File: src/softex_cfg_pkg.sv
////////////////////////////////////////////////////////////////////////////
// Geometry of the denominator datapath. The accumulator saturates at its
// all-ones value, so a very long row pins the denominator.
////////////////////////////////////////////////////////////////////////////
package softex_cfg_pkg;

    localparam int unsigned N_LANES = 4;

    // Four lanes of at most EXP_ONE each
    localparam int unsigned SUM_W   = 18;

    // Same 2^-15 units as the lane sum
    localparam int unsigned ACC_W   = 28;

    // Smallest Q4.4 score
    localparam int MAX_INIT = -128;

endpackage

File: src/softex_fmt_pkg.sv
////////////////////////////////////////////////////////////////////////////
// Scores are signed Q4.4 and exponentials are unsigned Q1.15.
// Differences handed to the exponential are assumed to be non-positive.
////////////////////////////////////////////////////////////////////////////
package softex_fmt_pkg;

    localparam int unsigned SCORE_W   = 8;
    localparam int unsigned FRAC_W    = 4;
    // One extra bit so that a difference of two scores cannot overflow
    localparam int unsigned DIFF_W    = SCORE_W + 1;

    localparam int unsigned EXP_W     = 16;
    localparam int unsigned EXP_SHIFT = 15;
    localparam logic [EXP_W-1:0] EXP_ONE = 16'd32768;

    // Same nine bits, seen as a plain signed value or split at the binary point
    typedef union packed {
        logic signed [DIFF_W-1:0] raw;
        struct packed {
            logic signed [DIFF_W-FRAC_W-1:0] int_part;
            logic [FRAC_W-1:0]               frac;
        } fields;
    } diff_t;

endpackage

File: src/softex_denom_acc.sv
////////////////////////////////////////////////////////////////////////////
// Third stage. denom = (denom * factor) >> 15 + lane sum, truncating the
// product and saturating the result at the all-ones value.
////////////////////////////////////////////////////////////////////////////
`timescale 1ns/100ps

module softex_denom_acc import softex_fmt_pkg::*, softex_cfg_pkg::*; (
    input  logic                          clk_i,
    input  logic                          rst_ni,
    input  logic                          clear_i,
    input  logic                          valid_i,
    input  logic [N_LANES-1:0][EXP_W-1:0] exp_i,
    input  logic [EXP_W-1:0]              factor_i,
    output logic [ACC_W-1:0]              denom_o,
    output logic                          valid_o
);

    logic [SUM_W-1:0]                   lane_sum;
    logic [ACC_W+EXP_W-1:0]             product;
    logic [ACC_W+EXP_W-EXP_SHIFT-1:0]   scaled;
    logic [ACC_W+1:0]                   total;
    logic [ACC_W-1:0]                   denom_next;

    // Lane reduction
    always_comb begin
        lane_sum = '0;
        for (int i = 0; i < N_LANES; i++) begin
            lane_sum = lane_sum + SUM_W'(exp_i[i]);
        end
    end

    assign product = denom_o * factor_i;
    assign scaled  = product[ACC_W+EXP_W-1:EXP_SHIFT];
    assign total   = (ACC_W+2)'(scaled) + (ACC_W+2)'(lane_sum);

    always_comb begin
        if (total[ACC_W+1:ACC_W] != 2'b00) begin
            denom_next = '1;
        end else begin
            denom_next = total[ACC_W-1:0];
        end
    end

    always_ff @(posedge clk_i or negedge rst_ni) begin
        if (!rst_ni) begin
            denom_o <= '0;
            valid_o <= 1'b0;
        end else if (clear_i) begin
            denom_o <= '0;
            valid_o <= 1'b0;
        end else begin
            valid_o <= valid_i;
            if (valid_i) begin
                denom_o <= denom_next;
            end
        end
    end

endmodule

File: src/softex_exp_stage.sv
////////////////////////////////////////////////////////////////////////////
// Second stage. Lane exponentials relative to the new maximum and the
// rescale factor from old to new maximum. Unstrobed lanes give zero.
////////////////////////////////////////////////////////////////////////////
`timescale 1ns/100ps

module softex_exp_stage import softex_fmt_pkg::*, softex_cfg_pkg::*; (
    input  logic                            clk_i,
    input  logic                            rst_ni,
    input  logic                            clear_i,
    input  logic                            valid_i,
    input  logic [N_LANES-1:0]              strb_i,
    input  logic [N_LANES-1:0][SCORE_W-1:0] score_i,
    input  logic signed [SCORE_W-1:0]       old_max_i,
    input  logic signed [SCORE_W-1:0]       new_max_i,
    output logic                            valid_o,
    output logic [N_LANES-1:0][EXP_W-1:0]   exp_o,
    output logic [EXP_W-1:0]                factor_o
);

    diff_t            lane_diff [N_LANES];
    diff_t            scal_diff;
    logic [EXP_W-1:0] lane_exp  [N_LANES];
    logic [EXP_W-1:0] scal_exp;

    for (genvar i = 0; i < N_LANES; i++) begin : g_lane
        assign lane_diff[i].raw = DIFF_W'($signed(score_i[i])) - DIFF_W'(new_max_i);

        softex_exp_unit i_lane_exp (
            .diff_i ( lane_diff[i] ),
            .exp_o  ( lane_exp[i]  )
        );
    end

    // Zero while the maximum holds, so the factor is exactly 1.0 then
    assign scal_diff.raw = DIFF_W'(old_max_i) - DIFF_W'(new_max_i);

    softex_exp_unit i_scal_exp (
        .diff_i ( scal_diff ),
        .exp_o  ( scal_exp  )
    );

    always_ff @(posedge clk_i or negedge rst_ni) begin
        if (!rst_ni) begin
            valid_o <= 1'b0;
        end else if (clear_i) begin
            valid_o <= 1'b0;
        end else begin
            valid_o <= valid_i;
        end
    end

    always_ff @(posedge clk_i) begin
        if (valid_i) begin
            for (int i = 0; i < N_LANES; i++) begin
                exp_o[i] <= strb_i[i] ? lane_exp[i] : '0;
            end
            factor_o <= scal_exp;
        end
    end

endmodule

File: src/softex_exp_unit.sv
////////////////////////////////////////////////////////////////////////////
// Base-2 exponential with a linear mantissa. Only valid for inputs <= 0.
////////////////////////////////////////////////////////////////////////////
`timescale 1ns/100ps

module softex_exp_unit import softex_fmt_pkg::*; (
    input  diff_t            diff_i,
    output logic [EXP_W-1:0] exp_o
);

    logic [EXP_W-1:0]         mant;
    logic [DIFF_W-FRAC_W-1:0] shamt;

    // 2^f is taken as 1 + f, so the fraction lands just below the unit bit
    assign mant = EXP_ONE + (EXP_W'(diff_i.fields.frac) << (EXP_SHIFT - FRAC_W));

    // Integer part lies in -16..0 and its negation fits unsigned
    assign shamt = -diff_i.fields.int_part;

    always_comb begin
        if (int'(shamt) > EXP_SHIFT) begin
            exp_o = '0;
        end else begin
            exp_o = mant >> shamt;
        end
    end

endmodule

File: src/softex_max_stage.sv
////////////////////////////////////////////////////////////////////////////
// First stage. Tracks the running maximum over strobed lanes only.
// Clear wins over a vector sampled in the same cycle.
////////////////////////////////////////////////////////////////////////////
`timescale 1ns/100ps

module softex_max_stage import softex_fmt_pkg::*, softex_cfg_pkg::*; (
    input  logic                              clk_i,
    input  logic                              rst_ni,
    input  logic                              clear_i,
    input  logic                              in_valid_i,
    input  logic [N_LANES-1:0]                in_strb_i,
    input  logic [N_LANES-1:0][SCORE_W-1:0]   in_score_i,
    output logic signed [SCORE_W-1:0]         max_o,
    output logic                              valid_o,
    output logic [N_LANES-1:0]                strb_o,
    output logic [N_LANES-1:0][SCORE_W-1:0]   score_o,
    output logic signed [SCORE_W-1:0]         old_max_o,
    output logic signed [SCORE_W-1:0]         new_max_o
);

    logic signed [SCORE_W-1:0] max_q;
    logic signed [SCORE_W-1:0] cand_max;
    logic                      valid_q;

    // Compare every strobed lane against the running value
    always_comb begin
        cand_max = max_q;
        for (int i = 0; i < N_LANES; i++) begin
            if (in_strb_i[i] && ($signed(in_score_i[i]) > cand_max)) begin
                cand_max = $signed(in_score_i[i]);
            end
        end
    end

    always_ff @(posedge clk_i or negedge rst_ni) begin
        if (!rst_ni) begin
            max_q   <= SCORE_W'(MAX_INIT);
            valid_q <= 1'b0;
        end else if (clear_i) begin
            max_q   <= SCORE_W'(MAX_INIT);
            valid_q <= 1'b0;
        end else begin
            valid_q <= in_valid_i;
            if (in_valid_i) begin
                max_q <= cand_max;
            end
        end
    end

    // Vector payload together with the maximum before and after it
    always_ff @(posedge clk_i) begin
        if (in_valid_i) begin
            strb_o    <= in_strb_i;
            score_o   <= in_score_i;
            old_max_o <= max_q;
            new_max_o <= cand_max;
        end
    end

    assign max_o   = max_q;
    assign valid_o = valid_q;

endmodule

File: src/softex_top.sv
////////////////////////////////////////////////////////////////////////////
// Softmax denominator engine, three stages, no back-pressure.
// valid_o pulses three rising edges after a vector is sampled.
////////////////////////////////////////////////////////////////////////////
`timescale 1ns/100ps

module softex_top import softex_fmt_pkg::*, softex_cfg_pkg::*; (
    input  logic                            clk_i,
    input  logic                            rst_ni,
    input  logic                            clear_i,
    input  logic                            in_valid_i,
    input  logic [N_LANES-1:0]              in_strb_i,
    input  logic [N_LANES-1:0][SCORE_W-1:0] in_score_i,
    output logic signed [SCORE_W-1:0]       max_o,
    output logic [ACC_W-1:0]                denom_o,
    output logic                            valid_o,
    output logic                            busy_o
);

    logic                            s1_valid;
    logic [N_LANES-1:0]              s1_strb;
    logic [N_LANES-1:0][SCORE_W-1:0] s1_score;
    logic signed [SCORE_W-1:0]       s1_old_max;
    logic signed [SCORE_W-1:0]       s1_new_max;

    logic                            s2_valid;
    logic [N_LANES-1:0][EXP_W-1:0]   s2_exp;
    logic [EXP_W-1:0]                s2_factor;

    softex_max_stage i_max_stage (
        .clk_i      ( clk_i      ),
        .rst_ni     ( rst_ni     ),
        .clear_i    ( clear_i    ),
        .in_valid_i ( in_valid_i ),
        .in_strb_i  ( in_strb_i  ),
        .in_score_i ( in_score_i ),
        .max_o      ( max_o      ),
        .valid_o    ( s1_valid   ),
        .strb_o     ( s1_strb    ),
        .score_o    ( s1_score   ),
        .old_max_o  ( s1_old_max ),
        .new_max_o  ( s1_new_max )
    );

    softex_exp_stage i_exp_stage (
        .clk_i     ( clk_i      ),
        .rst_ni    ( rst_ni     ),
        .clear_i   ( clear_i    ),
        .valid_i   ( s1_valid   ),
        .strb_i    ( s1_strb    ),
        .score_i   ( s1_score   ),
        .old_max_i ( s1_old_max ),
        .new_max_i ( s1_new_max ),
        .valid_o   ( s2_valid   ),
        .exp_o     ( s2_exp     ),
        .factor_o  ( s2_factor  )
    );

    softex_denom_acc i_denom_acc (
        .clk_i    ( clk_i     ),
        .rst_ni   ( rst_ni    ),
        .clear_i  ( clear_i   ),
        .valid_i  ( s2_valid  ),
        .exp_i    ( s2_exp    ),
        .factor_i ( s2_factor ),
        .denom_o  ( denom_o   ),
        .valid_o  ( valid_o   )
    );

    assign busy_o = s1_valid | s2_valid | valid_o;

endmodule

File: config.mk
export PLATFORM = sky130hd
export DESIGN_NAME = softex_top
export DESIGN_NICKNAME = d
export VERILOG_FILES = /design/src/softex_cfg_pkg.sv /design/src/softex_fmt_pkg.sv /design/src/softex_denom_acc.sv /design/src/softex_exp_stage.sv /design/src/softex_exp_unit.sv /design/src/softex_max_stage.sv /design/src/softex_top.sv
export SDC_FILE = /design/constraint.sdc
export NUM_CORES = 2
export LEC_CHECK = 0
export BUFFER_PORTS_ARGS = -buffer_cell sky130_fd_sc_hd__buf_2
export CAP_MARGIN = 25
export CORE_MARGIN = 2
export CORE_UTILIZATION = 45
export CTS_CLUSTER_SIZE = 16
export DETAILED_ROUTE_END_ITERATION = 7
export PLACE_DENSITY = 0.59
export SETUP_SLACK_MARGIN = 0.3
export SYNTH_ARGS = -nofsm -noshare
export SYNTH_HDL_FRONTEND = slang
export SYNTH_SLANG_ARGS = --single-unit
File: constraint.sdc
create_clock -name clk_i -period 16.9 [get_ports clk_i]
set_input_delay 1.69 -clock clk_i [delete_from_list [all_inputs] [get_ports clk_i]]
set_output_delay 1.69 -clock clk_i [all_outputs]
set_load 0.01 [all_outputs]
==> results.md <==
- Setup bufs post-CTS: 0
- RR Startpoint: i_denom_acc.denom_o[8]
- PortBufs: 77
- Ranking of synthesized cells by area: fa_1 (29%), edfxtp_1 (15%), ha_1 (12%)
- Minimum clock period: 10430 ps
- Worst path max stage delay: 790 ps
- Post-Syn Area per Cell: 9.06 µm²
- CTS tree: done
- CTS clk-pin slew, worst paths: 70 ps
- Clock latency on the worst-skew pair: 440 ps
- GR Util All Layers: 22.1%
- Layout cells sized above 1: 6.16%
- WP data required: 17090 ps
- Yosys warns: 0
- Gpl congestion: 0.885
- Seq/Total Area, Yosys: 18.7%
- Synthesized flop and latch total: 171
- Clock sinks: roughly 170
- Vias per cell: 5.31
- # Max-Cap Violations: 0
- Clock skew: 13.3 ps
- Post-route antenna net violation count: 0
- Synthesized instance count: 2918
- I/O Pins: 78
- Initial antenna violation count: 0
- HPWL after DPL: about 52000 µm
- Routed vias: 19.6k
- Post-synth top area cell: fa_1
- Die area: 0.0607 mm²
- Type of the worst setup path: in -> reg
- Cells on Worst Hold Path: 1
- Post-DR wirelength/cell: 17.4 µm
- Core Area: 0.0579 mm²
- GR Overflow Total: 0
- Setup tns final: 0 ps
- Drt first pass iters: 7
- Root buffer cell: clkbuf_16
- Distinct cells, synth: 82
- RSZ-0062 raised after global routing: no
- Std-Cell Rows: 88
- Post-synth EDFFs: around 130
- Max Clk Rate: 95.8 MHz
- Crit path from: in_score_i[7]
- Worst reg-to-reg path cell count: 32
- DRT iter0 DRCs: 1078
- Max stage delay cell, worst path: o311ai_0
- Num CTS Buffers: 17
- Dominant synthesized flop cell: edfxtp_1
- DIE HEIGHT: 246 µm
- Largest net degree at the start of global routing: 81
- Tightest Hold Check Type: reg -> reg
- Max clock buf depth: 2
- H-tree depth: 4
- Number of stages on the worst setup path: 37
- Dpl cells: 3667
- Crit share post-route: 61.7%
- Synth top area share: 29.1%
- DRC viols: 0
- Global-route wire length before repair: between 100000 and 150000 µm
- Post-Syn Area: around 0.026 mm²
- Non-Filler Instances: between 3k and 4k
- Worst Tran Pin Value: a little over 1000 ps
- CP max FO: 23
- Mapped Nets: ~3.6k
- Die Width: approximately 250 µm
- Setup-failing EPs final: 0
- Outcome: completed
- CP startpoint kind: input port
- Routed wire length: 64400 µm
- Slew headroom: 31.8%
- Min-Delay Startpoint: i_max_stage.valid_o
- Cts hold-fix bufs: 0
- P&R area growth vs syn: 6.76%
- Async S/R FF share, synth: 22.8%
- CTS-repair resized insts: 0
- Count of pins over their slew limit: 0
- Final Hold Viols: 0
- # nets final: 3595
- Vias in the first global route: 20.5k
- Family with the most delay on the worst path: compound AO/OA/AOI/OAI gates
- Starting Density: 45.7%
- WP buf/inv: 1
- Arr. time, crit path: 10620 ps
- CP endpoint kind: register
==> per-stage QoR <==
stage / hold slack (ps) / util, % / setup WS, ps / cell area (µm²)
final: 567 / 48.7 / 6470 / 28200
after global routing: 585 / 48.7 / 5730 / 28200
after CTS: 570 / 48.6 / 6570 / 28200
after detailed placement: 552 / 47.6 / 6100 / 27600
after global placement: 546 / 47.5 / 6300 / 27500
after floorplan: 534 / - / 7940 / 26400
==> cells in the mapped netlist, drive strengths merged, types with 27 or more instances <==
cell type / count
inv: 528
nand2: 408
fa: 385
ha: 246
nor2: 205
edfxtp: 132
and2: 131
a21oi: 120
clkbuf: 105
xnor2: 88
o21ai: 61
a21o: 40
dfrtp: 38
a211oi: 35
xor2: 33
mux2i: 31
nand2b: 27
==> metal layers <==
layer	part of all wire, %	up-vias	global-route usage [%]
li1	-	9282	-
met1	44	9802	29.2
met2	50	480	38.9
met3	4.2	83	2.20
met4	2.1	0	5.49
met5	0	-	0
==> layout make-up <==
class	instances	area [µm²]
inverters	529	1990
fillers	5556	29700
diodes	1	2.50
repair buffers	108	696
flip-flops and latches	171	4940
clock buffers	21	493
well taps	765	957
clock inverters	11	93.8
multi-input cells	2097	19100
==> worst paths after layout <==
path | slack (ps) | endpoint
min in group asynchronous | 1120 | i_max_stage.valid_o
worst min register to register | 570 | i_exp_stage.valid_o
max in group asynchronous | 15260 | i_max_stage.max_o[7]
worst min-delay path | 570 | i_exp_stage.valid_o
worst max register to register | 6680 | i_denom_acc.denom_o[5]
worst max-delay path | 6470 | i_max_stage.new_max_o[7]
==> cells by family after synthesis <==
kind of cell / Yosys count / synth area share (%)
flops: 171 / 18.7
mux: 45 / 1.80
buf+inv: 650 / 9.24
xor+xnor: 121 / 4.01
compound gates: 386 / 9.63
fa+ha+maj: 631 / 40.8
simple gates: 914 / 15.8
==> flip-flops by register name, indices dropped and copies added (netlist names) <==
| name | flops |
|---|---|
| i_max_stage.strb_o | 4 |
| i_max_stage.valid_o | 1 |
| i_denom_acc.valid_o | 1 |
| i_exp_stage.factor_o | 16 |
| i_max_stage.max_o | 8 |
| i_exp_stage.exp_o | 64 |
| i_denom_acc.denom_o | 28 |
| i_max_stage.score_o | 32 |
| i_exp_stage.valid_o | 1 |
| i_max_stage.new_max_o | 8 |
| i_max_stage.old_max_o | 8 |
==> placed cells by master (no fill, tap or decap), types with 6 or more instances in the layout <==
cell / n
mux2_2: 13
and2_1: 131
xnor2_1: 88
a22oi_1: 9
o21ai_0: 56
or3_1: 10
a21oi_1: 119
inv_1: 528
dfrtp_1: 37
clkbuf_16: 19
o32ai_1: 11
nand4_1: 12
fa_1: 385
buf_2: 77
mux2i_1: 30
nand3_1: 14
nor2b_1: 23
nand2b_1: 27
o21bai_1: 25
and4_1: 6
a31oi_1: 14
and3_1: 15
edfxtp_1: 132
buf_4: 26
xor2_1: 33
o22ai_1: 11
a211oi_1: 35
a21o_1: 40
nor3b_1: 6
ha_1: 246
nor2_1: 205
nor3_1: 26
o21a_1: 12
or2_2: 15
nand2_1: 407
Power is left out: the tool's default activity adds up to more than one toggle a clock period on the data nets, which glitch-free logic cannot reach.
